[src/rtl/mac_glue_pkg.sv]
/*
 * Shared definitions for the Mac Plus glue logic:
 * word and address types, the SDRAM word address union,
 * bus decode tags and floppy image size constants
 */

package mac_glue_pkg;

	// ==========================================================
	// Basic widths and types
	// ==========================================================
	typedef logic [15:0] mac_word_t;
	typedef logic [23:1] cpu_addr_t;
	typedef logic [21:0] mem_addr_t;

	// Drive index in the top two bits, word offset below
	typedef logic [20:0] dl_addr_t;

	// ==========================================================
	// SDRAM word address, seen by the download path or the CPU
	// ==========================================================
	typedef struct packed {
		logic [3:0] bank;
		dl_addr_t   target;
	} sdram_dl_view_t;

	typedef struct packed {
		logic [2:0]  pad;
		logic        rom;
		logic [20:0] word;
	} sdram_cpu_view_t;

	typedef union packed {
		sdram_dl_view_t  dl;
		sdram_cpu_view_t cpu;
	} sdram_addr_u;

	// Bus decode
	localparam logic [2:0] IO_SPACE_TAG = 3'b111;
	localparam logic [2:0] FC_INT_ACK   = 3'b111;

	// Downloads land right after the OS ROM
	localparam logic [3:0] DL_BANK_TAG = 4'd1;

	// Image sizes in words
	localparam int DSK_DS_WORDS = 409600;
	localparam int DSK_SS_WORDS = 204800;

	// Download slots of the two floppy drives
	localparam int IDX_INT_FLOPPY = 1;
	localparam int IDX_EXT_FLOPPY = 2;

endpackage
[src/rtl/mac_glue_top.sv]
/*
 * Glue logic top level around the Mac Plus CPU and memory:
 * reset sequencer, bus acknowledge, download writer,
 * SDRAM port mux and floppy status
 */

`timescale 1ns/1ps

module mac_glue_top #(
	parameter int RESET_CNT_W = 16,
	parameter int ACT_HOLD    = 500000
) (
	input  logic                    clk_sys,
	input  logic                    reset,
	input  logic                    clk8_en_p,
	input  logic                    pll_locked,
	input  logic                    status_reset,
	input  logic                    user_button,
	input  logic                    status_mem,
	input  logic                    status_turbo,
	input  logic                    cpu_reset_n,
	input  logic                    cpu_reset_out_n,
	input  logic                    cpu_as_n,
	input  logic [2:0]              cpu_fc,
	input  mac_glue_pkg::cpu_addr_t cpu_addr,
	input  logic                    cpu_bus_control,
	input  logic                    select_rom,
	input  logic                    select_ram,
	input  logic                    dio_download,
	input  logic [7:0]              dio_index,
	input  logic                    ioctl_write,
	input  logic [24:0]             ioctl_addr,
	input  mac_glue_pkg::mac_word_t ioctl_data,
	input  logic                    dio_bus_control,
	input  logic                    rom_oe_n,
	input  logic                    ram_oe_n,
	input  logic                    ram_we_n,
	input  logic                    memory_uds_n,
	input  logic                    memory_lds_n,
	input  mac_glue_pkg::mem_addr_t memory_addr,
	input  mac_glue_pkg::mac_word_t memory_data_out,
	input  mac_glue_pkg::mac_word_t sdram_out,
	input  logic                    disk_read_ack_int,
	input  logic                    disk_read_ack_ext,
	input  logic [1:0]              disk_eject,
	input  logic [1:0]              disk_act,
	input  logic [1:0]              disk_motor,
	output logic                    n_reset,
	output logic                    cpu_vpa_n,
	output logic                    cpu_dtack_n,
	output logic                    ioctl_wait,
	output mac_glue_pkg::sdram_addr_u sdram_addr,
	output mac_glue_pkg::mac_word_t sdram_din,
	output logic [1:0]              sdram_ds,
	output logic                    sdram_we,
	output logic                    sdram_oe,
	output mac_glue_pkg::mac_word_t sdram_do,
	output logic [1:0]              disk_inserted,
	output logic [1:0]              disk_double_sided,
	output logic                    led_user
);
	import mac_glue_pkg::*;

	// Download word on its way to the SDRAM
	dl_addr_t  dl_addr;
	mac_word_t dl_data;
	logic      dl_write;

	reset_sequencer #(
		.RESET_CNT_W(RESET_CNT_W)
	) u_reset_sequencer (
		.clk_sys         (clk_sys),
		.reset           (reset),
		.clk8_en_p       (clk8_en_p),
		.pll_locked      (pll_locked),
		.status_reset    (status_reset),
		.user_button     (user_button),
		.status_mem      (status_mem),
		.cpu_reset_out_n (cpu_reset_out_n),
		.n_reset         (n_reset)
	);

	bus_ack_decoder u_bus_ack_decoder (
		.clk_sys         (clk_sys),
		.reset           (reset),
		.cpu_reset_n     (cpu_reset_n),
		.status_turbo    (status_turbo),
		.cpu_as_n        (cpu_as_n),
		.cpu_fc          (cpu_fc),
		.cpu_addr        (cpu_addr),
		.cpu_bus_control (cpu_bus_control),
		.select_rom      (select_rom),
		.select_ram      (select_ram),
		.cpu_vpa_n       (cpu_vpa_n),
		.cpu_dtack_n     (cpu_dtack_n)
	);

	rom_download_writer u_rom_download_writer (
		.clk_sys         (clk_sys),
		.reset           (reset),
		.ioctl_write     (ioctl_write),
		.ioctl_addr      (ioctl_addr),
		.ioctl_data      (ioctl_data),
		.dio_index       (dio_index),
		.dio_bus_control (dio_bus_control),
		.ioctl_wait      (ioctl_wait),
		.dl_addr         (dl_addr),
		.dl_data         (dl_data),
		.dl_write        (dl_write)
	);

	memory_port_mux u_memory_port_mux (
		.dio_download      (dio_download),
		.dio_bus_control   (dio_bus_control),
		.dl_addr           (dl_addr),
		.dl_data           (dl_data),
		.dl_write          (dl_write),
		.rom_oe_n          (rom_oe_n),
		.ram_oe_n          (ram_oe_n),
		.ram_we_n          (ram_we_n),
		.memory_uds_n      (memory_uds_n),
		.memory_lds_n      (memory_lds_n),
		.memory_addr       (memory_addr),
		.memory_data_out   (memory_data_out),
		.sdram_out         (sdram_out),
		.disk_read_ack_int (disk_read_ack_int),
		.disk_read_ack_ext (disk_read_ack_ext),
		.sdram_addr        (sdram_addr),
		.sdram_din         (sdram_din),
		.sdram_ds          (sdram_ds),
		.sdram_we          (sdram_we),
		.sdram_oe          (sdram_oe),
		.sdram_do          (sdram_do)
	);

	floppy_status #(
		.ACT_HOLD(ACT_HOLD)
	) u_floppy_status (
		.clk_sys           (clk_sys),
		.reset             (reset),
		.dio_download      (dio_download),
		.dio_index         (dio_index),
		.ioctl_addr        (ioctl_addr),
		.disk_eject        (disk_eject),
		.disk_act          (disk_act),
		.disk_motor        (disk_motor),
		.disk_inserted     (disk_inserted),
		.disk_double_sided (disk_double_sided),
		.led_user          (led_user)
	);

endmodule

[src/rtl/floppy_status.sv]
/*
 * Floppy status, image type per drive from the download
 * size, eject handling and the disk activity LED
 */

`timescale 1ns/1ps

module floppy_status #(
	parameter int ACT_HOLD = 500000
) (
	input  logic        clk_sys,
	input  logic        reset,
	input  logic        dio_download,
	input  logic [7:0]  dio_index,
	input  logic [24:0] ioctl_addr,
	input  logic [1:0]  disk_eject,
	input  logic [1:0]  disk_act,
	input  logic [1:0]  disk_motor,
	output logic [1:0]  disk_inserted,
	output logic [1:0]  disk_double_sided,
	output logic        led_user
);
	import mac_glue_pkg::*;

	localparam int ACT_W = $clog2(ACT_HOLD + 1);

	logic [23:0]      word_count;
	logic             download_d;
	logic             download_done;
	logic [1:0]       single_sided;
	logic [ACT_W-1:0] act_timer;
	logic             act_flag;

	// Address counts words, so it is the size once the download ends
	assign word_count    = ioctl_addr[24:1];
	assign download_done = download_d && !dio_download;

	// ==========================================================
	// Image type per drive
	// ==========================================================
	always_ff @(posedge clk_sys) begin
		if (reset) begin
			download_d        <= 1'b0;
			disk_double_sided <= 2'b00;
			single_sided      <= 2'b00;
		end else begin
			download_d <= dio_download;
			for (int d = 0; d < 2; d++) begin
				if (download_done &&
					dio_index == 8'(d == 0 ? IDX_INT_FLOPPY : IDX_EXT_FLOPPY)) begin
					disk_double_sided[d] <= (word_count == 24'(DSK_DS_WORDS));
					single_sided[d]      <= (word_count == 24'(DSK_SS_WORDS));
				end
				// Eject wins over a download ending in the same cycle
				if (disk_eject[d]) begin
					disk_double_sided[d] <= 1'b0;
					single_sided[d]      <= 1'b0;
				end
			end
		end
	end

	assign disk_inserted = disk_double_sided | single_sided;

	// ==========================================================
	// Activity LED
	// ==========================================================
	always_ff @(posedge clk_sys) begin
		if (reset) begin
			act_timer <= '0;
			act_flag  <= 1'b0;
		end else begin
			act_flag <= (act_timer != '0);
			if (|disk_act) begin
				act_timer <= ACT_W'(ACT_HOLD);
			end else if (act_timer != '0) begin
				act_timer <= act_timer - 1'b1;
			end
		end
	end

	// A spinning motor inverts the LED, so activity blinks it off
	assign led_user = dio_download || (act_flag ^ |disk_motor);

endmodule

[src/rtl/memory_port_mux.sv]
/*
 * SDRAM port multiplexer between the download path and the
 * CPU path, with the byte spread for floppy reads
 */

`timescale 1ns/1ps

module memory_port_mux (
	input  logic                      dio_download,
	input  logic                      dio_bus_control,
	input  mac_glue_pkg::dl_addr_t    dl_addr,
	input  mac_glue_pkg::mac_word_t   dl_data,
	input  logic                      dl_write,
	input  logic                      rom_oe_n,
	input  logic                      ram_oe_n,
	input  logic                      ram_we_n,
	input  logic                      memory_uds_n,
	input  logic                      memory_lds_n,
	input  mac_glue_pkg::mem_addr_t   memory_addr,
	input  mac_glue_pkg::mac_word_t   memory_data_out,
	input  mac_glue_pkg::mac_word_t   sdram_out,
	input  logic                      disk_read_ack_int,
	input  logic                      disk_read_ack_ext,
	output mac_glue_pkg::sdram_addr_u sdram_addr,
	output mac_glue_pkg::mac_word_t   sdram_din,
	output logic [1:0]                sdram_ds,
	output logic                      sdram_we,
	output logic                      sdram_oe,
	output mac_glue_pkg::mac_word_t   sdram_do
);
	import mac_glue_pkg::*;

	logic      download_cycle;
	logic      disk_read;
	mac_word_t disk_byte_word;

	assign download_cycle = dio_download && dio_bus_control;
	assign disk_read      = disk_read_ack_int || disk_read_ack_ext;

	// Floppy images are byte wide, odd address takes the low byte
	assign disk_byte_word = memory_addr[0] ? {sdram_out[7:0], sdram_out[7:0]} :
		{sdram_out[15:8], sdram_out[15:8]};

	always_comb begin
		if (download_cycle) begin
			sdram_addr.dl.bank   = DL_BANK_TAG;
			sdram_addr.dl.target = dl_addr;
			sdram_din            = dl_data;
			sdram_ds             = 2'b11;
			sdram_we             = dl_write;
			sdram_oe             = 1'b0;
			// Screen stays black while downloading
			sdram_do             = '1;
		end else begin
			sdram_addr.cpu.pad  = 3'b000;
			sdram_addr.cpu.rom  = !rom_oe_n;
			sdram_addr.cpu.word = memory_addr[21:1];
			sdram_din           = memory_data_out;
			sdram_ds            = {!memory_uds_n, !memory_lds_n};
			sdram_we            = !ram_we_n;
			sdram_oe            = !ram_oe_n || !rom_oe_n;
			sdram_do            = disk_read ? disk_byte_word : sdram_out;
		end
	end

endmodule

[src/rtl/rom_download_writer.sv]
/*
 * ROM and disk download writer that buffers one host word,
 * swaps its bytes and writes it in the download bus slot
 */

`timescale 1ns/1ps

module rom_download_writer (
	input  logic                    clk_sys,
	input  logic                    reset,
	input  logic                    ioctl_write,
	input  logic [24:0]             ioctl_addr,
	input  mac_glue_pkg::mac_word_t ioctl_data,
	input  logic [7:0]              dio_index,
	input  logic                    dio_bus_control,
	output logic                    ioctl_wait,
	output mac_glue_pkg::dl_addr_t  dl_addr,
	output mac_glue_pkg::mac_word_t dl_data,
	output logic                    dl_write
);
	logic bus_control_d;
	logic slot_end;

	// Download slot just closed with a write pending
	assign slot_end = bus_control_d && !dio_bus_control && dl_write;

	// Host word buffer
	always_ff @(posedge clk_sys) begin
		if (reset) begin
			dl_data <= '0;
			dl_addr <= '0;
		end else if (ioctl_write) begin
			dl_data <= {ioctl_data[7:0], ioctl_data[15:8]};
			dl_addr <= {dio_index[1:0], ioctl_addr[19:1]};
		end
	end

	// ==========================================================
	// Wait handshake and write timing
	// ==========================================================
	always_ff @(posedge clk_sys) begin
		if (reset) begin
			ioctl_wait    <= 1'b0;
			dl_write      <= 1'b0;
			bus_control_d <= 1'b0;
		end else begin
			bus_control_d <= dio_bus_control;
			if (ioctl_write) begin
				ioctl_wait <= 1'b1;
			end
			// Arm the write outside the slot so it is stable inside
			if (!dio_bus_control) begin
				dl_write <= ioctl_wait;
			end
			if (slot_end) begin
				ioctl_wait <= 1'b0;
			end
		end
	end

endmodule

[src/rtl/bus_ack_decoder.sv]
/*
 * CPU bus cycle acknowledge, VPA for peripheral and
 * interrupt acknowledge cycles, DTACK for memory cycles
 * with the turbo mode delay
 */

`timescale 1ns/1ps

module bus_ack_decoder (
	input  logic                    clk_sys,
	input  logic                    reset,
	input  logic                    cpu_reset_n,
	input  logic                    status_turbo,
	input  logic                    cpu_as_n,
	input  logic [2:0]              cpu_fc,
	input  mac_glue_pkg::cpu_addr_t cpu_addr,
	input  logic                    cpu_bus_control,
	input  logic                    select_rom,
	input  logic                    select_ram,
	output logic                    cpu_vpa_n,
	output logic                    cpu_dtack_n
);
	import mac_glue_pkg::*;

	logic io_space;
	logic bus_control_d;
	logic bus_control_rise;
	logic turbo_dtack_en;

	assign io_space         = (cpu_addr[23:21] == IO_SPACE_TAG);
	assign bus_control_rise = cpu_bus_control && !bus_control_d;

	// ==========================================================
	// Turbo DTACK enable
	// ==========================================================
	// Memory cycles wait for the CPU slot, others go at once
	always_ff @(posedge clk_sys) begin
		if (reset) begin
			bus_control_d  <= 1'b0;
			turbo_dtack_en <= 1'b0;
		end else begin
			bus_control_d <= cpu_bus_control;
			if (!cpu_reset_n) begin
				turbo_dtack_en <= 1'b0;
			end else if (cpu_as_n) begin
				turbo_dtack_en <= 1'b0;
			end else if (bus_control_rise || (!select_rom && !select_ram)) begin
				turbo_dtack_en <= 1'b1;
			end
		end
	end

	// ==========================================================
	// Acknowledge lines
	// ==========================================================
	assign cpu_vpa_n = !((cpu_fc == FC_INT_ACK) || (!cpu_as_n && io_space));

	// Peripheral space is answered by VPA instead
	assign cpu_dtack_n = !(!cpu_as_n && !io_space) || (status_turbo && !turbo_dtack_en);

endmodule

[src/rtl/reset_sequencer.sv]
/*
 * Machine reset sequencer, merges all reset sources and
 * holds n_reset low for a counted time on the 8 MHz strobe
 */

`timescale 1ns/1ps

module reset_sequencer #(
	parameter int RESET_CNT_W = 16
) (
	input  logic clk_sys,
	input  logic reset,
	input  logic clk8_en_p,
	input  logic pll_locked,
	input  logic status_reset,
	input  logic user_button,
	input  logic status_mem,
	input  logic cpu_reset_out_n,
	output logic n_reset
);
	logic [RESET_CNT_W-1:0] rst_cnt;
	logic                   last_mem;
	logic                   rst_source;

	// A memory size change counts as a source too
	assign rst_source = !pll_locked || status_reset || user_button ||
		!cpu_reset_out_n || (last_mem != status_mem);

	always_ff @(posedge clk_sys) begin
		if (reset) begin
			rst_cnt  <= '1;
			n_reset  <= 1'b0;
			last_mem <= status_mem;
		end else if (clk8_en_p) begin
			last_mem <= status_mem;
			if (rst_source) begin
				rst_cnt <= '1;
				n_reset <= 1'b0;
			end else if (rst_cnt != '0) begin
				rst_cnt <= rst_cnt - 1'b1;
			end else begin
				// Hold time over
				n_reset <= 1'b1;
			end
		end
	end

endmodule

[config.mk]
export PLATFORM = sky130hd
export DESIGN_NAME = mac_glue_top
export DESIGN_NICKNAME = d
export VERILOG_FILES = /design/src/rtl/mac_glue_pkg.sv /design/src/rtl/mac_glue_top.sv /design/src/rtl/floppy_status.sv /design/src/rtl/memory_port_mux.sv /design/src/rtl/rom_download_writer.sv /design/src/rtl/bus_ack_decoder.sv /design/src/rtl/reset_sequencer.sv
export SDC_FILE = /design/constraint.sdc
export NUM_CORES = 1
export LEC_CHECK = 0
export BUFFER_PORTS_ARGS = -buffer_cell sky130_fd_sc_hd__buf_2
export CAP_MARGIN = 20
export CORE_MARGIN = 4
export CORE_UTILIZATION = 47
export DETAILED_ROUTE_END_ITERATION = 6
export PLACE_DENSITY = 0.94
export SLEW_MARGIN = 20
export SYNTH_ARGS = -nofsm -noshare
export SYNTH_HDL_FRONTEND = slang
export SYNTH_SLANG_ARGS = --single-unit
[constraint.sdc]
create_clock -name clk_sys -period 2.6 [get_ports clk_sys]
set_clock_uncertainty 0.1 [all_clocks]
set_input_delay 0.13 -clock clk_sys [delete_from_list [all_inputs] [get_ports clk_sys]]
set_output_delay 0.13 -clock clk_sys [all_outputs]
set_load 0.02 [all_outputs]
==> flow_summary.toml, run 1 <==
[outcome]
status = "finished, final reports clean"

[synth]
postSynthCellCount = 536
synthAdderAreaFrac_pct = 1.08
yosysSeqAreaShare_pct = 37.0
synth_compound_area_share_pct = 10.5
synth_area_mm2 = 0.00463
synthFlopType = "dfxtp_1"
synth.avg_cell_area_um2 = 8.64
synth_top_family_by_area = "simple AND/OR/NAND/NOR gates"
muxShareOfSynthArea_pct = 20.7
synth_cell_types = 61
synth-edff-count = 1
synthXorXnorAreaFrac_pct = 0.189
async_reset_ff_share_pct = 0
synth_simple_gate_area_share_pct = 26.3
synth-seq-cells = 85
yosys_warnings = 0

[drt]
wl_per_cell_um = 17.2
first_iter_violations = 209
ant_nets = 0
wl_um = 15600
drcViolationCount = 0
vias = 5100
avgViaCountPerCell = 5.60
drt-pass1-iter-count = 5

[power_and_ir_drop]
fin_total_pwr_w = 0.00311
seq_power_share_pct = 45.0
clockPowerShare_pct = 31.1
power_density_mw_per_mm2 = 484
p_leak_nw = 2.89
swShare_pct = 30.9
ir_drop_uv = 341
combPwrFrac_pct = 23.9
power.switching_w = 0.000959
intPower_w = 0.00215

[global_routing]
grt_pass1_vias = 5054
grt_remaining_overflow = 0
gr-usage-all-layers_pct = 25.6
grt_pass1_wl_um = 23900
grt_max_degree = 76
antenna_found_initial = 1

[final_layout]
fillers = 721
multiInputGateArea_mm2 = 0.00274
final_nets = 940
fin_util_pct = 68.2
seqCellArea_mm2 = 0.00171
post-route-cell-area_mm2 = 0.00642
antennaDiodeCount = 0
areaGrowthSynthToFinish_pct = 38.6
drive_gt1_share_pct = 36.6

[place]
hpwl_um = 10500
gp_congestion = 0.856
dpl-instance-area_mm2 = 0.00576
dp_slack_ps = 173
port-buffer-count = 204

[critical_path]
path_max_fanout = 9
setup.worst_path.start = "u_floppy_status.act_timer[5]$_SDFFE_PP0P_"
crit_cells = 4
path_class = "flip-flop to flip-flop"
r2r_end = "u_floppy_status.act_timer[16]$_SDFFE_PP0P_"
crit_top_cell = "or4_1"
path_cells = "or4_4 -> or4_1 -> or4_1 -> a31oi_1"
cp-end-kind = "flip-flop"
crit_family = "simple AND/OR/NAND/NOR gates"
cp_data_arrival_time_ps = 2640
critical_path.slowest_cell = "or4_1"
reg2reg_slack_ps = 140
required_ps = 2780
timing.rr.start = "u_floppy_status.act_timer[5]$_SDFFE_PP0P_"
endpoint = "u_floppy_status.act_timer[16]$_SDFFE_PP0P_"
critical-path-max-stage-delay_ps = 700
critPathLaunchType = "flip-flop"
cp.buffers_inverters = 0
reg2reg_depth = 4

[clock_network]
numCtsBuffers = 9
htree_num_levels = 3
root_buffer = "clkbuf_8"
numClockSinks = 85
clk_latency_ps = 350
clk_pin_slew_worst_paths_ps = 90
clockBufferDepth = 2
cts.repair.resized = 0
cts_tree = "built"

[sta]
hold_violations = 0
finalCritPeriodShare_pct = 94.5
slew_violations = 0
final-setup-viol-count = 0
fin_crit_ps = 2460
max_freq_ghz = 0.407
tightest_slew_ps = 793
fin_ws_ps = 142
slew_headroom_pct = 47.2
rsz0062_at_grt = "no"
fin_setup_tns_ps = 0

[die]
start_util_pct = 49.2
num_rows = 35
die_area_mm2 = 0.0115
ios = 229
core_area_mm2 = 0.00942
die_h_um = 107
die_width_um = 107

[worst_hold_path]
hold_path_class = "primary input to flip-flop"

[run]
maxCapViolations = 0
## logic make-up (layout without fill, tap and decap cells)
kind of cell | count (synthesis) | count (layout)
buffers and inverters | 43 | 287
AND/OR/NAND/NOR | 238 | 238
flip-flops | 85 | 85
XOR/XNOR | 1 | 1
multiplexers | 91 | 91
adder cells (fa/ha/maj) | 4 | 4
AO/OA/AOI/OAI | 73 | 73
other | 1 | 3
## cell type report
cell class	count	share of cell area [%]
Multi-Input combinational cell	410	42.6
Tap cell	129	2.51
Sequential cell	85	26.7
Timing Repair Buffer	260	24.4
Clock buffer	9	1.93
Clock inverter	7	1.25
Inverter	11	0.643
## timing repair
item	4_1_cts	5_1_grt
buffers inserted	0	0
endpoints found under the hold margin	45	0
hold buffers	45	0
## metrics by stage
step	hold WS [ps]	cells
after global routing	17.6	911
after CTS	2.83	911
after floorplan	109	538
final	23.8	911
after detailed placement	241	850
after global placement	229	850
## cells in the mapped netlist, types with 4 or more instances
cell type	number	share of area [%]
a2111oi_0	5	0.95
a21oi_1	15	1.6
a211oi_1	5	0.81
or2_2	5	0.68
inv_1	11	0.89
nand2_1	56	4.5
nor3_1	20	2.2
o22ai_1	5	0.68
nor2_1	66	5.3
nand2b_1	8	1.1
dfxtp_1	84	36
nor4b_1	4	0.76
or4_1	9	1.5
mux2i_1	54	12
ha_1	4	1.1
or3_2	5	0.81
nor4_1	9	1.2
nor3b_1	10	1.6
or3_1	4	0.54
clkbuf_1	23	1.9
a31oi_1	7	0.95
o21ai_0	14	1.5
nand3_1	22	2.4
mux2_2	37	9.0
## sequential cells by signal (all words and copies together), names as in the netlist
register	flops
u_reset_sequencer.n_reset	1
u_rom_download_writer.dl_data	16
u_reset_sequencer.last_mem	1
u_floppy_status.act_timer	19
u_rom_download_writer.dl_addr	21
u_floppy_status.single_sided	2
u_rom_download_writer.dl_write	1
u_bus_ack_decoder.turbo_dtack_en	1
u_rom_download_writer.bus_control_d	1
u_rom_download_writer.ioctl_wait	1
u_floppy_status.disk_double_sided	2
u_bus_ack_decoder.bus_control_d	1
u_floppy_status.download_d	1
u_floppy_status.act_flag	1
u_reset_sequencer.rst_cnt	16
## cell usage in the layout (no fill, tap or decap), drive strengths merged, types with 8 or more instances in the layout
cell         instances
buf                215
dfxtp               84
nor2                66
nand2               56
mux2i               54
dlygate4sd3         45
mux2                37
nand3               22
nor3                20
a21oi               15
o21ai               15
inv                 14
nor3b               10
or4                 10
nor4                 9
clkbuf               9
or3                  9
nand2b               8
## layer usage
| layer | part of all wire (%) | vias to the layer above | GRT usage [%] |
|---|---|---|---|
| met5 | 0 | - | 0 |
| met4 | 4.1 | 0 | 12.5 |
| met3 | 8.1 | 59 | 7.26 |
| met2 | 52 | 273 | 46.5 |
| met1 | 36 | 2342 | 27.1 |
| li1 | - | 2426 | - |
## worst min-delay path: stages
cell,delay [ps]
buf_2,150
a31oi_1,90
nor2_1,70
## power by group through the flow
| stage | clock, W | sequential, W | combinational [W] |
|---|---|---|---|
| after floorplan | 0 | 0.00142 | 0.000424 |
| after global placement | 0 | 0.00142 | 0.000648 |
| after detailed placement | 0 | 0.00143 | 0.000670 |
| after CTS | 0.000987 | 0.00140 | 0.000726 |
| after global routing | 0.00105 | 0.00141 | 0.000799 |
| final | 0.000966 | 0.00140 | 0.000743 |
## worst min-delay path by stage
stage	cells after the start	from	to	slack (ps)
floorplan	1	cpu_as_n	u_bus_ack_decoder.turbo_dtack_en$_SDFFE_PP0P_	110
global placement	2	cpu_as_n	u_bus_ack_decoder.turbo_dtack_en$_SDFFE_PP0P_	230
detailed placement	2	cpu_as_n	u_bus_ack_decoder.turbo_dtack_en$_SDFFE_PP0P_	240
CTS	3	clk8_en_p	u_reset_sequencer.n_reset$_SDFFE_PP0P_	3
global route	2	dio_download	u_floppy_status.download_d$_SDFF_PP0_	20
finish	3	clk8_en_p	u_reset_sequencer.n_reset$_SDFFE_PP0P_	20
Note: power is estimated with default switching activity, not from simulation.
==> inputs of run 2 (changes only) <==
--- a/config.mk
+++ b/config.mk
@@ -10,6 +10,7 @@
 export CORE_MARGIN = 4
 export CORE_UTILIZATION = 47
 export DETAILED_ROUTE_END_ITERATION = 6
+export MAX_ROUTING_LAYER = met4
 export PLACE_DENSITY = 0.94
 export SLEW_MARGIN = 20
 export SYNTH_ARGS = -nofsm -noshare
==> flow_summary.toml, run 2 (synthesized netlist as in run 1, its figures left out) <==
[clock_network]
postCtsSetupRepairBufs = 0
clk_pin_slew_worst_paths_ps = 100
htree_num_levels = 3
clk_latency_ps = 350
numCtsBuffers = 9
cts_tree = "built"
cts.repair.resized = 0
clockBufferDepth = 2
numClockSinks = 85
root_buffer = "clkbuf_8"

[power_and_ir_drop]
seq_power_share_pct = 44.9
clockPowerShare_pct = 31.2
ir_drop_uv = 344
p_leak_nw = 2.89
combPwrFrac_pct = 23.9
fin_total_pwr_w = 0.00312
intPower_w = 0.00215
power.switching_w = 0.000966
power_density_mw_per_mm2 = 485
swShare_pct = 31.0

[final_layout]
layout_common_cells = "buf_2 (204), dfxtp_1 (84), nor2_1 (66), nand2_1 (55), mux2i_1 (54)"
final_common_cell = "buf_2"
areaGrowthSynthToFinish_pct = 38.7
reg_top3 = "u_rom_download_writer.dl_addr (21), u_floppy_status.act_timer (19)"
drive_gt1_share_pct = 36.6
largest_reg_flops = 21
final_nets = 940
fillers = 720
regMostFlops = "u_rom_download_writer.dl_addr"

[drt]
wl_per_cell_um = 17.1
wl_um = 15600
drcViolationCount = 0
vias = 5106
first_iter_violations = 206
avgViaCountPerCell = 5.60
drt-pass1-iter-count = 5
ant_nets = 0

[place]
hpwl_um = 10500
port-buffer-count = 204
gp_congestion = 0.869

[global_routing]
grt_remaining_overflow = 0
grt_pass1_wl_um = 23900
grt_max_degree = 76
antenna_found_initial = 1
gr-usage-all-layers_pct = 26.3
grt_pass1_vias = 5051

[die]
start_util_pct = 49.2
die_area_mm2 = 0.0115
core_area_mm2 = 0.00942
num_rows = 35
die_h_um = 107
die_width_um = 107
ios = 229

[sta]
tightest_slew_ps = 790
hold_violations = 0
rsz0062_at_grt = "no"
finalCritPeriodShare_pct = 94.2
slew_headroom_pct = 47.3
final-setup-viol-count = 0
max_freq_ghz = 0.408
slew_violations = 0
fin_crit_ps = 2450
fin_setup_tns_ps = 0

[outcome]
status = "finished, final reports clean"

[critical_path]
crit_top_cell = "or4_1"
path_cells = "or4_4 -> or4_1 -> or4_1 -> a31oi_1"
timing.rr.start = "u_floppy_status.act_timer[5]$_SDFFE_PP0P_"
path_max_fanout = 9
path_class = "flip-flop to flip-flop"
cp_data_arrival_time_ps = 2630
critical_path.slowest_cell = "or4_1"
cp-end-kind = "flip-flop"
critPathLaunchType = "flip-flop"
setup.worst_path.start = "u_floppy_status.act_timer[5]$_SDFFE_PP0P_"
critical-path-max-stage-delay_ps = 690
required_ps = 2780

[run]
maxCapViolations = 0

[worst_hold_path]
hp-start = "clk8_en_p"
hold_path_class = "primary input to flip-flop"
run 2: per-layer routing:
| layer | global-route usage [%] | wire (um) | part of all wire [%] |
|---|---|---|---|
| met1 | 27.6 | 5770 | 37 |
| met5 | - | 0 | 0 |
| met4 | 12.3 | 655 | 4.2 |
| met3 | 6.18 | 1120 | 7.1 |
| met2 | 46.6 | 8080 | 52 |
run 2: worst max-delay path, delay by kind of cell (launching register included):
| family | cells | cell delay, ps |
|---|---|---|
| AND/OR/NAND/NOR | 3 | 1750 |
| flip-flops | 1 | 360 |
| AO/OA/AOI/OAI | 1 | 170 |
run 2: through the flow:
stage | area, um^2 | cells | worst slack, ps | hold WS, ps | utilization (%)
floorplan | 4640 | 538 | 245 | 109 | -
detailed placement | 5760 | 850 | 173 | 241 | 61.2
CTS | 6420 | 911 | 161 | 2.83 | 68.1
global route | 6420 | 912 | 86.4 | 17.6 | 68.2
global placement | 5760 | 850 | 224 | 229 | 61.2
finish | 6420 | 912 | 150 | 23.4 | 68.2
run 2: layout make-up:
type / instances / area [um^2] / area share (%)
antenna: 1 / 2.50 / 0.0390
inverter: 11 / 41.3 / 0.643
multi-input combinational: 410 / 2740 / 42.6
timing repair buffer: 260 / 1570 / 24.4
clock buffer: 9 / 124 / 1.93
tap: 129 / 161 / 2.51
clock inverter: 7 / 80.1 / 1.25
sequential: 85 / 1710 / 26.6
run 2: final timing paths:
| path | slack [ps] | cells past startpoint | endpoint |
|---|---|---|---|
| hold reg to reg | 340 | 1 | u_rom_download_writer.ioctl_wait$_SDFFE_PP0P_ |
| hold / removal | 20 | 3 | u_reset_sequencer.n_reset$_SDFFE_PP0P_ |
| setup / recovery | 150 | 4 | u_floppy_status.act_timer[16]$_SDFFE_PP0P_ |
| setup reg to reg | 150 | 4 | u_floppy_status.act_timer[16]$_SDFFE_PP0P_ |
run 2: timing repair:
| item | 4_1_cts | 5_1_grt |
|---|---|---|
| hold buffers | 45 | 0 |
| setup endpoints to repair | 0 | 0 |
| hold endpoints to repair | 45 | 0 |
run 2: power by group through the flow:
stage,clock network [W],registers [W],logic (W)
2_1_floorplan,0,0.00142,0.000424
3_3_place_gp,0,0.00142,0.000648
3_5_place_dp,0,0.00143,0.000670
4_1_cts,0.000987,0.00140,0.000726
5_1_grt,0.00105,0.00141,0.000798
6_report,0.000973,0.00140,0.000744
==> inputs of run 3 (changes only) <==
--- a/config.mk
+++ b/config.mk
@@ -6,12 +6,11 @@
 export NUM_CORES = 1
 export LEC_CHECK = 0
 export BUFFER_PORTS_ARGS = -buffer_cell sky130_fd_sc_hd__buf_2
-export CAP_MARGIN = 20
 export CORE_MARGIN = 4
 export CORE_UTILIZATION = 47
 export DETAILED_ROUTE_END_ITERATION = 6
 export MAX_ROUTING_LAYER = met4
-export PLACE_DENSITY = 0.94
+export PLACE_DENSITY = 0.85
 export SLEW_MARGIN = 20
 export SYNTH_ARGS = -nofsm -noshare
 export SYNTH_HDL_FRONTEND = slang
==> flow_summary.toml, run 3 (synthesized netlist as in run 1, its figures left out) <==
[sta]
slew_headroom_pct = 37.6
rsz0062_at_grt = "no"
final-setup-viol-count = 0
tightest_slew_ps = 933
finalCritPeriodShare_pct = 95.9
max_freq_ghz = 0.401
fin_ws_ps = 106
fin_crit_ps = 2490
slew_violations = 0
fin_setup_tns_ps = 0
hold_violations = 0

[final_layout]
regMostFlops = "u_rom_download_writer.dl_addr"
reg_top3 = "u_rom_download_writer.dl_addr (21), u_floppy_status.act_timer (19)"
areaGrowthSynthToFinish_pct = 39.0
drive_gt1_share_pct = 36.6
largest_reg_flops = 21
multiInputGateArea_mm2 = 0.00273
seqCellArea_mm2 = 0.00171
post-route-cell-area_mm2 = 0.00644
final_common_cell = "buf_2"
final_nets = 940
layout_common_cells = "buf_2 (204), dfxtp_1 (84), nor2_1 (66), nand2_1 (55), mux2i_1 (54)"
fillers = 718

[drt]
route.met3.wl_um = 909
wl_met1_um = 5910
wl_um = 15700
vias = 5064
ant_nets = 0
drcViolationCount = 0
wl_per_cell_um = 17.2
avgViaCountPerCell = 5.55
first_iter_violations = 273
wl_met2_um = 8330
top_layer_used = "met4"
drt-pass1-iter-count = 5

[global_routing]
antenna_found_initial = 1
grt_max_degree = 49
gr-usage-all-layers_pct = 26.3
grt_remaining_overflow = 0
grt_pass1_vias = 5175
grt_pass1_wl_um = 24000

[clock_network]
cts_tree = "built"
root_buffer = "clkbuf_8"
clockBufferDepth = 2
clk_latency_ps = 350
numCtsBuffers = 9
clk_pin_slew_worst_paths_ps = 90
postCtsSetupRepairBufs = 0
htree_num_levels = 3
numClockSinks = 85

[critical_path]
critPathLaunchType = "primary input"
crit_top_cell = "buf_2"
cp_data_arrival_time_ps = 2260
cp-end-kind = "primary output"
critical-path-max-stage-delay_ps = 690
critical_path.slowest_cell = "nand2_2"
path_cells = "dlygate4sd3_1 -> buf_2 -> nand2_2 -> buf_4 -> nor2_1 -> a21oi_1 -> buf_2"
path_class = "primary input to primary output"
reg2reg_slack_ps = 160
path_max_fanout = 38
required_ps = 2370

[place]
dpl-instance-area_mm2 = 0.00576
port-buffer-count = 204
gp_congestion = 0.958
dp_slack_ps = 132
hpwl_um = 10700

[die]
start_util_pct = 49.2
num_rows = 35
ios = 229
die_area_mm2 = 0.0115
core_area_mm2 = 0.00942
die_h_um = 107
die_width_um = 107

[power_and_ir_drop]
ir_drop_uv = 355
power_density_mw_per_mm2 = 500
p_leak_nw = 2.91

[worst_hold_path]
hold_path_class = "primary input to flip-flop"

[outcome]
status = "finished, final reports clean"

[run]
maxCapViolations = 0
[run 3: cell types whose count changed in the layout (fill, tap and decap cells not counted)]
| cell | previous run | this run |
|---|---|---|
| nor3_2 | 1 | 0 |
| or3b_2 | 1 | 0 |
| inv_6 | 3 | 1 |
| clkbuf_8 | 9 | 11 |
| nor3_1 | 19 | 20 |
| diode_2 | 1 | 2 |
| or3b_4 | 0 | 1 |
| dlygate4sd3_1 | 45 | 44 |
| buf_4 | 10 | 12 |
| buf_12 | 1 | 0 |
| clkinvlp_4 | 2 | 1 |
| clkinv_4 | 1 | 0 |
| clkinv_2 | 0 | 1 |
| bufinv_16 | 1 | 2 |
[run 3: worst paths after layout]
| kind | from | to | depth (start not counted) |
|---|---|---|---|
| min | clk8_en_p | u_reset_sequencer.n_reset$_SDFFE_PP0P_ | 3 |
| max reg2reg | u_floppy_status.act_timer[5]$_SDFFE_PP0P_ | u_floppy_status.act_timer[16]$_SDFFE_PP0P_ | 4 |
| min reg2reg | u_rom_download_writer.bus_control_d$_SDFF_PP0_ | u_rom_download_writer.ioctl_wait$_SDFFE_PP0P_ | 1 |
| max | dio_download | sdram_we | 7 |
[run 3: worst max-delay path: cells and delay by family]
family	cells	cell delay, ps
buffers and inverters	4	1270
AND/OR/NAND/NOR	2	750
AO/OA/AOI/OAI	1	100
[run 3: layer usage]
metal | vias up | GRT usage (%)
met5 | - | -
met3 | 43 | 4.50
met1 | 2361 | 27.4
li1 | 2429 | -
met2 | 231 | 48.9
met4 | 0 | 10.9
[run 3: cell type report]
class                      instances  share of cell area [%]
clock inverter                     5                    1.26
clock buffer                      11                    2.35
tap                              129                    2.51
multi-input combinational        410                    42.5
antenna                            2                  0.0777
inverter                          11                   0.641
timing repair buffer             260                    24.1
sequential                        85                    26.6
[run 3: timing repair]
action | CTS | global route
hold endpoints to repair | 46 | 0
setup endpoints to repair | 0 | 1
resized for setup | 0 | 1
hold buffers | 44 | 0
[run 3: per-stage QoR]
step | total power (W) | hold WS (ps) | utilization, % | instances
floorplan | 0.00184 | 109 | - | 538
CTS | 0.00322 | 11.6 | 68.3 | 911
detailed placement | 0.00209 | 235 | 61.1 | 851
finish | 0.00322 | 37.8 | 68.4 | 913
global placement | 0.00207 | 228 | 61.1 | 851
global route | 0.00335 | 50.7 | 68.3 | 912
[run 3: power by group]
part           leakage [nW]  internal [W]  switching [W]
logic                  2.09      0.000332       0.000409
clock network         0.116      0.000596       0.000479
registers             0.700       0.00136      0.0000413
total                  2.91       0.00229       0.000930
